### src/hdl/io_map_pkg.sv
package io_map_pkg;

	localparam int io_addr_w = 16;
	localparam int io_data_w = 32;
	localparam int io_byte_w = 8;
	localparam int io_size_w = 3;

	typedef logic [io_addr_w-1:0] io_addr_t;
	typedef logic [io_data_w-1:0] io_data_t;
	typedef logic [io_byte_w-1:0] io_byte_t;
	typedef logic [io_size_w-1:0] io_size_t; // access size in bytes.

	// decoded target of a port access.
	typedef enum logic [3:0] {
		dev_none, dev_ide0, dev_ide1, dev_floppy,
		dev_dma, dev_pic, dev_pit, dev_ps2,
		dev_rtc, dev_sound, dev_uart1, dev_uart2,
		dev_mpu, dev_vga, dev_joystick, dev_sysctl
	} io_device_t;

	// each window is a base plus the number of low address bits ignored.
	localparam io_addr_t    ide0_base       = 16'h01F0;
	localparam io_addr_t    ide1_base       = 16'h0170;
	localparam int unsigned ide_bits        = 3;
	localparam io_addr_t    ide0_ctl_port   = 16'h03F6;
	localparam io_addr_t    ide1_ctl_port   = 16'h0376;
	localparam io_addr_t    floppy_base_a   = 16'h03F0;
	localparam int unsigned floppy_bits_a   = 2;
	localparam io_addr_t    floppy_base_b   = 16'h03F4;
	localparam int unsigned floppy_bits_b   = 1;
	localparam io_addr_t    floppy_port_c   = 16'h03F7;
	localparam io_addr_t    dma_master_base = 16'h00C0;
	localparam int unsigned dma_master_bits = 5;
	localparam io_addr_t    dma_page_base   = 16'h0080;
	localparam io_addr_t    dma_slave_base  = 16'h0000;
	localparam int unsigned dma_bits        = 4; // page and slave.
	localparam io_addr_t    pic_master_base = 16'h0020;
	localparam io_addr_t    pic_slave_base  = 16'h00A0;
	localparam int unsigned pic_bits        = 1;
	localparam io_addr_t    pit_base        = 16'h0040;
	localparam int unsigned pit_bits        = 2;
	localparam io_addr_t    pit_port_b      = 16'h0061; // speaker gate.
	localparam io_addr_t    ps2_io_base     = 16'h0060;
	localparam int unsigned ps2_io_bits     = 3;
	localparam io_addr_t    ps2_ctl_base    = 16'h0090;
	localparam int unsigned ps2_ctl_bits    = 4;
	localparam io_addr_t    rtc_base        = 16'h0070;
	localparam int unsigned rtc_bits        = 1;
	localparam io_addr_t    sb_base         = 16'h0220;
	localparam int unsigned sb_bits         = 4;
	localparam io_addr_t    fm_base         = 16'h0388;
	localparam int unsigned fm_bits         = 2;
	localparam io_addr_t    uart1_base      = 16'h03F8;
	localparam io_addr_t    uart2_base      = 16'h02F8;
	localparam int unsigned uart_bits       = 3;
	localparam io_addr_t    mpu_base        = 16'h0330;
	localparam int unsigned mpu_bits        = 1;
	localparam io_addr_t    vga_b_base      = 16'h03B0;
	localparam io_addr_t    vga_c_base      = 16'h03C0;
	localparam io_addr_t    vga_d_base      = 16'h03D0;
	localparam int unsigned vga_bits        = 4;
	localparam io_addr_t    joystick_port   = 16'h0201;
	localparam io_addr_t    sysctl_port_addr = 16'h8888;

	localparam io_byte_t    io_unmapped_data = 8'hFF; // floating bus.

endpackage

### src/hdl/sysctl_pkg.sv
package sysctl_pkg;

	// value of the control port out of reset, before the first disk access.
	localparam logic [7:0] sysctl_boot_value = 8'hA2;

	// a rewrite must carry this byte in write data bits 15..8.
	localparam logic [7:0] sysctl_key = 8'hA1;

	// and must be a 16-bit access.
	localparam logic [2:0] sysctl_size = 3'd2;

endpackage

### src/hdl/io_port_decoder.sv
module io_port_decoder import io_map_pkg::*; (
	input  logic       clk_sys,
	input  logic       reset,

	input  logic       io_read,
	input  logic       io_write,
	input  io_addr_t   io_address,
	input  io_data_t   io_writedata,
	input  io_size_t   io_datasize,

	output logic       dev_read,
	output logic       dev_write,
	output io_device_t dev_sel,
	output io_addr_t   dev_address,
	output io_data_t   dev_writedata,
	output io_size_t   dev_datasize
);

	io_device_t dev_next;
	logic       access;

	// true when addr falls in the window of base with the low bits ignored.
	function automatic logic port_match(input io_addr_t addr, input io_addr_t base,
		input int unsigned bits);
		return (addr >> bits) == (base >> bits);
	endfunction

	assign access = io_read | io_write;

	// pit is tested ahead of ps2, whose window also covers 0x61.
	always_comb begin
		dev_next = dev_none;
		if (port_match(io_address, ide0_base, ide_bits) || io_address == ide0_ctl_port)
			dev_next = dev_ide0;
		else if (port_match(io_address, ide1_base, ide_bits) || io_address == ide1_ctl_port)
			dev_next = dev_ide1;
		else if (port_match(io_address, floppy_base_a, floppy_bits_a) ||
			port_match(io_address, floppy_base_b, floppy_bits_b) ||
			io_address == floppy_port_c)
			dev_next = dev_floppy;
		else if (port_match(io_address, dma_master_base, dma_master_bits) ||
			port_match(io_address, dma_page_base, dma_bits) ||
			port_match(io_address, dma_slave_base, dma_bits))
			dev_next = dev_dma;
		else if (port_match(io_address, pic_master_base, pic_bits) ||
			port_match(io_address, pic_slave_base, pic_bits))
			dev_next = dev_pic;
		else if (port_match(io_address, pit_base, pit_bits) || io_address == pit_port_b)
			dev_next = dev_pit;
		else if (port_match(io_address, ps2_io_base, ps2_io_bits) ||
			port_match(io_address, ps2_ctl_base, ps2_ctl_bits))
			dev_next = dev_ps2;
		else if (port_match(io_address, rtc_base, rtc_bits))
			dev_next = dev_rtc;
		else if (port_match(io_address, sb_base, sb_bits) ||
			port_match(io_address, fm_base, fm_bits))
			dev_next = dev_sound;
		else if (port_match(io_address, uart1_base, uart_bits))
			dev_next = dev_uart1;
		else if (port_match(io_address, uart2_base, uart_bits))
			dev_next = dev_uart2;
		else if (port_match(io_address, mpu_base, mpu_bits))
			dev_next = dev_mpu;
		else if (port_match(io_address, vga_b_base, vga_bits) ||
			port_match(io_address, vga_c_base, vga_bits) ||
			port_match(io_address, vga_d_base, vga_bits))
			dev_next = dev_vga;
		else if (io_address == joystick_port)
			dev_next = dev_joystick;
		else if (io_address == sysctl_port_addr)
			dev_next = dev_sysctl;
	end

	always_ff @(posedge clk_sys) begin
		if (reset) begin
			dev_read  <= 1'b0;
			dev_write <= 1'b0;
			dev_sel   <= dev_none;
		end else begin
			dev_read  <= io_read;
			dev_write <= io_write;
			if (access)
				dev_sel <= dev_next; // held between accesses.
		end
	end

	always_ff @(posedge clk_sys) begin
		if (access) begin
			dev_address   <= io_address;
			dev_writedata <= io_writedata;
			dev_datasize  <= io_datasize;
		end
	end

endmodule

### src/hdl/sysctl_port.sv
module sysctl_port
	import io_map_pkg::*;
	import sysctl_pkg::*;
(
	input  logic       clk_sys,
	input  logic       reset,

	input  logic       dev_write,
	input  logic       dev_read,
	input  io_device_t dev_sel,
	input  io_data_t   dev_writedata,
	input  io_size_t   dev_datasize,

	output io_byte_t   syscfg
);

	logic in_boot; // set until the first disk access or keyed write.
	logic disk_access;
	logic keyed_write;

	assign disk_access = (dev_read | dev_write) &&
		(dev_sel == dev_ide0 || dev_sel == dev_ide1 || dev_sel == dev_floppy);

	assign keyed_write = dev_write && dev_sel == dev_sysctl &&
		dev_datasize == sysctl_size && dev_writedata[15:8] == sysctl_key;

	always_ff @(posedge clk_sys) begin
		if (reset) begin
			syscfg  <= sysctl_boot_value;
			in_boot <= 1'b1;
		end else if (disk_access && in_boot) begin
			syscfg  <= '0; // bios has taken over the disks.
			in_boot <= 1'b0;
		end else if (keyed_write) begin
			syscfg  <= dev_writedata[7:0];
			in_boot <= 1'b0;
		end
	end

endmodule

### src/hdl/io_read_mux.sv
module io_read_mux import io_map_pkg::*; (
	input  logic       clk_sys,
	input  logic       reset,

	input  logic       dev_read,
	input  io_device_t dev_sel,

	input  io_byte_t   rd_floppy,
	input  io_byte_t   rd_dma,
	input  io_byte_t   rd_pic,
	input  io_byte_t   rd_pit,
	input  io_byte_t   rd_ps2,
	input  io_byte_t   rd_rtc,
	input  io_byte_t   rd_sound,
	input  io_byte_t   rd_uart1,
	input  io_byte_t   rd_uart2,
	input  io_byte_t   rd_mpu,
	input  io_byte_t   rd_vga,
	input  io_byte_t   rd_joystick,
	input  io_data_t   rd_ide0,
	input  io_data_t   rd_ide1,

	output io_data_t   read_data,
	output logic       read_valid
);

	io_byte_t byte_data;
	io_data_t wide_data;

	// 8-bit devices; sysctl and unmapped ports read as a floating bus.
	always_comb begin
		case (dev_sel)
			dev_floppy:   byte_data = rd_floppy;
			dev_dma:      byte_data = rd_dma;
			dev_pic:      byte_data = rd_pic;
			dev_pit:      byte_data = rd_pit;
			dev_ps2:      byte_data = rd_ps2;
			dev_rtc:      byte_data = rd_rtc;
			dev_sound:    byte_data = rd_sound;
			dev_uart1:    byte_data = rd_uart1;
			dev_uart2:    byte_data = rd_uart2;
			dev_mpu:      byte_data = rd_mpu;
			dev_vga:      byte_data = rd_vga;
			dev_joystick: byte_data = rd_joystick;
			default:      byte_data = io_unmapped_data;
		endcase
	end

	// ide channels drive the full bus.
	always_comb begin
		if (dev_sel == dev_ide0)
			wide_data = rd_ide0;
		else if (dev_sel == dev_ide1)
			wide_data = rd_ide1;
		else
			wide_data = io_data_t'(byte_data); // zero extend.
	end

	always_ff @(posedge clk_sys) begin
		if (reset)
			read_valid <= 1'b0;
		else
			read_valid <= dev_read;
	end

	always_ff @(posedge clk_sys) begin
		if (dev_read)
			read_data <= wide_data;
	end

endmodule

### src/hdl/io_fabric.sv
module io_fabric import io_map_pkg::*; (
	input  logic       clk_sys,
	input  logic       reset,

	input  logic       io_read,
	input  logic       io_write,
	input  io_addr_t   io_address,
	input  io_data_t   io_writedata,
	input  io_size_t   io_datasize,

	output logic       dev_read,
	output logic       dev_write,
	output io_device_t dev_sel,
	output io_addr_t   dev_address,
	output io_data_t   dev_writedata,
	output io_size_t   dev_datasize,

	input  io_byte_t   rd_floppy,
	input  io_byte_t   rd_dma,
	input  io_byte_t   rd_pic,
	input  io_byte_t   rd_pit,
	input  io_byte_t   rd_ps2,
	input  io_byte_t   rd_rtc,
	input  io_byte_t   rd_sound,
	input  io_byte_t   rd_uart1,
	input  io_byte_t   rd_uart2,
	input  io_byte_t   rd_mpu,
	input  io_byte_t   rd_vga,
	input  io_byte_t   rd_joystick,
	input  io_data_t   rd_ide0,
	input  io_data_t   rd_ide1,

	output io_data_t   read_data,
	output logic       read_valid,
	output io_byte_t   syscfg
);

	// one register stage from the cpu bus to the device strobes.
	io_port_decoder u_decoder (
		.clk_sys       (clk_sys),
		.reset         (reset),
		.io_read       (io_read),
		.io_write      (io_write),
		.io_address    (io_address),
		.io_writedata  (io_writedata),
		.io_datasize   (io_datasize),
		.dev_read      (dev_read),
		.dev_write     (dev_write),
		.dev_sel       (dev_sel),
		.dev_address   (dev_address),
		.dev_writedata (dev_writedata),
		.dev_datasize  (dev_datasize)
	);

	sysctl_port u_sysctl (
		.clk_sys       (clk_sys),
		.reset         (reset),
		.dev_write     (dev_write),
		.dev_read      (dev_read),
		.dev_sel       (dev_sel),
		.dev_writedata (dev_writedata),
		.dev_datasize  (dev_datasize),
		.syscfg        (syscfg)
	);

	// devices answer in the dev_read cycle, result is registered here.
	io_read_mux u_read_mux (
		.clk_sys     (clk_sys),
		.reset       (reset),
		.dev_read    (dev_read),
		.dev_sel     (dev_sel),
		.rd_floppy   (rd_floppy),
		.rd_dma      (rd_dma),
		.rd_pic      (rd_pic),
		.rd_pit      (rd_pit),
		.rd_ps2      (rd_ps2),
		.rd_rtc      (rd_rtc),
		.rd_sound    (rd_sound),
		.rd_uart1    (rd_uart1),
		.rd_uart2    (rd_uart2),
		.rd_mpu      (rd_mpu),
		.rd_vga      (rd_vga),
		.rd_joystick (rd_joystick),
		.rd_ide0     (rd_ide0),
		.rd_ide1     (rd_ide1),
		.read_data   (read_data),
		.read_valid  (read_valid)
	);

endmodule

### config.mk
export PLATFORM = sky130hd
export DESIGN_NAME = io_fabric
export DESIGN_NICKNAME = d
export VERILOG_FILES = /design/src/hdl/io_map_pkg.sv /design/src/hdl/sysctl_pkg.sv /design/src/hdl/io_port_decoder.sv /design/src/hdl/sysctl_port.sv /design/src/hdl/io_read_mux.sv /design/src/hdl/io_fabric.sv
export SDC_FILE = /design/constraint.sdc
export NUM_CORES = 1
export LEC_CHECK = 0
export BUFFER_PORTS_ARGS = -buffer_cell sky130_fd_sc_hd__buf_2
export CAP_MARGIN = 5
export CELL_PAD_IN_SITES_DETAIL_PLACEMENT = 0
export CELL_PAD_IN_SITES_GLOBAL_PLACEMENT = 1
export CORE_AREA = 2 2 151 124
export DETAILED_ROUTE_END_ITERATION = 10
export DIE_AREA = 0 0 153 126
export GPL_TIMING_DRIVEN = 0
export PLACE_DENSITY = 0.86
export SYNTH_ARGS = -nofsm -noshare
export SYNTH_HDL_FRONTEND = slang
export SYNTH_SLANG_ARGS = --single-unit
### constraint.sdc
create_clock -name clk_sys -period 1.88 [get_ports clk_sys]
set_input_delay 0.094 -clock clk_sys [delete_from_list [all_inputs] [get_ports clk_sys]]
set_output_delay 0.094 -clock clk_sys [all_outputs]
set_load 0.01 [all_outputs]
==> results.md <==
* All-Layer GR Usage at 0.1971
* DR pass1 iterations at 5
* CP Max Fanout at 10
* Hold-critical path depth at 2
* Worst slew margin at 0.5865
* Die height at approximately 130 um
* WL final at 19620 um
* Vias in the first global route at 5168
* Critical Path Start Type: flop
* Max-cap violations at 0
* Seq pwr share at 0.506
* Syn nets at 643
* Clk network pwr share at 0.363
* ANT cells at 0
* Critical Setup Path Class: flop to flop
* Final Hold Viols at 0
* Row count at 44
* GR Util met3 at 0.05403
* Cells after Synth at about 430
* Reg clk slew, reported paths at 0.08 ns
* HP Start: rd_ide0[19]
* GR Layer Usage met1 at 0.2433
* Setup ws final at -0.05670 ns
* Most common cell in the netlist: edfxtp_1
* Async set-or-reset flop fraction in the synthesized netlist at 0
* Sw Pwr at 1.237 mW
* Vias per Instance at between 5 and 6
* IO Count at around 310
* Sequential share of the synthesized area at 0.5738
* Hold Slack at about 0.028 ns
* Fin area at between 0.007 and 0.008 sq mm
* Pwr dens at roughly 640 mW/mm^2
* Die area at between 0.015 and 0.02 sq mm
* Mapped Area at 0.004902 sq mm
* Share of the synthesized area in the top cell type at 0.5084
* Via count at around 5200
* Reg-to-reg slack, setup at -0.06 ns
* CP cell instances: buf_12 -> mux2_2 -> a221oi_4 -> a31oi_1 -> a221oi_2 -> nor2_1
* Slowest stage delay, CP at around 0.38 ns
* Initial Utilization at 0.2757
* P_leak at 3.493 nW
* H-tree levels at 3
* Worst Skew at 0.009461 ns
* Syn. warnings at 0
* Grt total ovfl at 0
* Core Footprint at between 0.015 and 0.02 sq mm
* DP Area at a little under 0.007 sq mm
* Hold WC Path Type: primary input to flop
* Hold worst-path end: u_read_mux.read_data[19]
* Remaining DRCs at 0
* Worst skew pair latency at roughly 0.35 ns
* Number of clock sinks at 99
* Number of synthesized register bits at roughly 100
* Placer Congestion at around 0.94
* RSZ-0062 raised after global routing: yes
* Slowest library cell on the worst path: dfxtp_4
* Most used DFF post-synth: edfxtp_1
* CTS Buffer Depth at 2
* Share of cells above drive strength 1 at 0.4963
* Pin count of the biggest net entering global routing at 36
* Inst Count DP at 971
* PortBufs at about 310
* Yosys cell types at 62
* Placed wire-length estimate at ~15000 um
* GR met2 Demand/Resource at 0.3429
* Routed length per instance at 18.83 um
* GR peak layer: met2
* Internal power at between 3 and 4 mW
* Max-slew violations at 0
* FF-to-FF End: u_read_mux.read_data[1]
* Routed Antenna Nets at 0
* Synth top area cells: edfxtp_1 (51%), dfxtp_1 (6.5%), a22o_1 (4.6%)
* Setup TNS after final layout at -0.09435 ns
* Chip width at ~150 um
* Measured slew at the worst slew-check pin at approximately 0.62 ns
* DRT iter0 DRCs at 401
* CP Capture Type: flop
* Nets at around 1000
* Synth top cells by count: edfxtp_1 (83), nand2_1 (33), a22o_1 (26), nor2_1 (22), clkbuf_1 (21)
* Status: finished with violations
* Avg Cell Area, Syn at around 11 sq um
* EDFF count, synth at between 80 and 90
* Sw frac at 0.2456
* Peak VDD IR at 0.3710 mV
* Count of non-filler cells in the finished layout at between 1000 and 1500
* Combinational Power Share at 0.131
* Final core occ at 0.4400
* Initial antenna violation count at 0
* Worst flop-to-flop path startpoint: u_decoder.dev_sel[3]
* CTS root buf: clkbuf_16
* Final setup vio count at 2
* Largest area contributor in the netlist: edfxtp_1
* CP arrival at between 2 and 2.5 ns
* Layout Area Growth over Synthesis at 59.60%
* Min Tclk post-route at a little under 2 ns
* Fmax at a little over 500 MHz
* Failing checks: setup timing
* Worst R2R Path Depth at 6
* Num CTS Buffers at 9
* TritonCTS clock tree: done
* Final period util at 1.030
* First-pass GRT wire length at approximately 30000 um
* Required time of the critical path at ~2 ns
==> registers in the layout, summed over array words and instances, names as in the netlist <==
register                 flops
u_sysctl.syscfg              8
u_sysctl.in_boot             1
u_decoder.dev_writedata     32
u_read_mux.read_valid        1
u_decoder.dev_write          1
u_decoder.dev_sel            4
u_decoder.dev_datasize       3
u_decoder.dev_read           1
u_decoder.dev_address       16
u_read_mux.read_data        32
==> routing by layer <==
layer | wire, um | vias up
met5 | 0 | -
met4 | 292 | 0
met3 | 1759 | 29
met2 | 9821 | 329
met1 | 7745 | 2431
li1 | - | 2444
==> metrics by stage <==
step | power [mW] | worst slack, ns
final | 5.038 | -0.05670
after global routing | 5.254 | -0.1338
after CTS | 5.097 | -0.009531
after detailed placement | 3.166 | -0.6543
after global placement | 3.150 | -0.6104
after floorplan | 2.767 | 0.01328
==> final cells by class <==
class,count,area [sq um]
flip-flops and latches,99,2824
clock inverters,6,46.29
fillers,1705,9958
well taps,230,287.8
plain buffers,29,207.7
clock buffers,10,239.0
multi-input cells,289,2046
repair buffers,369,2127
inverters,10,46.29
==> power groups by stage <==
stage          Combinational (mW)  Sequential (mW)  Clock [mW]
2_1_floorplan               0.110             2.66           0
3_3_place_gp                0.553             2.60           0
3_5_place_dp                0.564             2.60           0
4_1_cts                     0.653             2.55        1.90
5_1_grt                     0.714             2.56        1.98
6_report                    0.660             2.55        1.83
==> cells in the final DEF, fill, tap and decap left out, drive strengths merged, types with 11 or more instances in the layout <==
master and n:
a21oi 20, a22o 26, buf 332, clkbuf 26, dfxtp 16, dlygate4sd3 50, edfxtp 83, inv 11
mux2i 16, nand2 33, nand3 18, nor2 22, o21ai 22, o22ai 14
==> what timing repair did <==
action                                 CTS  global route
hold buffers                            49             1
pin swaps                                0             4
resized for setup                       48            32
setup endpoints to repair               44            35
buffers inserted                         3             3
endpoints found under the hold margin   49             1
==> critical path: cells and delay by family (launching register included) <==
family          cells  cell delay [ns]
flops               1             0.38
buf+inv             1             0.15
simple gates        1             0.08
compound gates      3             0.72
mux                 1             0.36
==> kinds of logic (layout without fill, tap and decap cells) <==
| group | after synthesis | after routing | share of synthesized area |
|---|---|---|---|
| AOI/OAI and AO/OA | 139 | 139 | 0.2021 |
| muxes | 25 | 25 | 0.05564 |
| DFF | 99 | 99 | 0.5738 |
| xor gates and xnor gates | 1 | 1 | 0.001787 |
| buffers and inverters | 40 | 424 | 0.03190 |
| and+or+nand+nor | 124 | 124 | 0.1348 |
==> worst max-delay path by stage <==
| stage | slack [ns] | endpoint | startpoint | depth (start not counted) |
|---|---|---|---|---|
| 2_1_floorplan | 0.01 | u_read_mux.read_data[1] | u_decoder.dev_sel[3] | 6 |
| 3_3_place_gp | -0.61 | u_read_mux.read_data[28] | u_decoder.dev_sel[0] | 5 |
| 3_5_place_dp | -0.65 | u_read_mux.read_data[22] | u_decoder.dev_sel[0] | 5 |
| 4_1_cts | -0.01 | u_read_mux.read_data[5] | u_decoder.dev_sel[2] | 7 |
| 5_1_grt | -0.13 | u_read_mux.read_data[1] | u_decoder.dev_sel[0] | 7 |
| 6_report | -0.06 | u_read_mux.read_data[1] | u_decoder.dev_sel[3] | 6 |
Power figures use the tool's default switching activity.
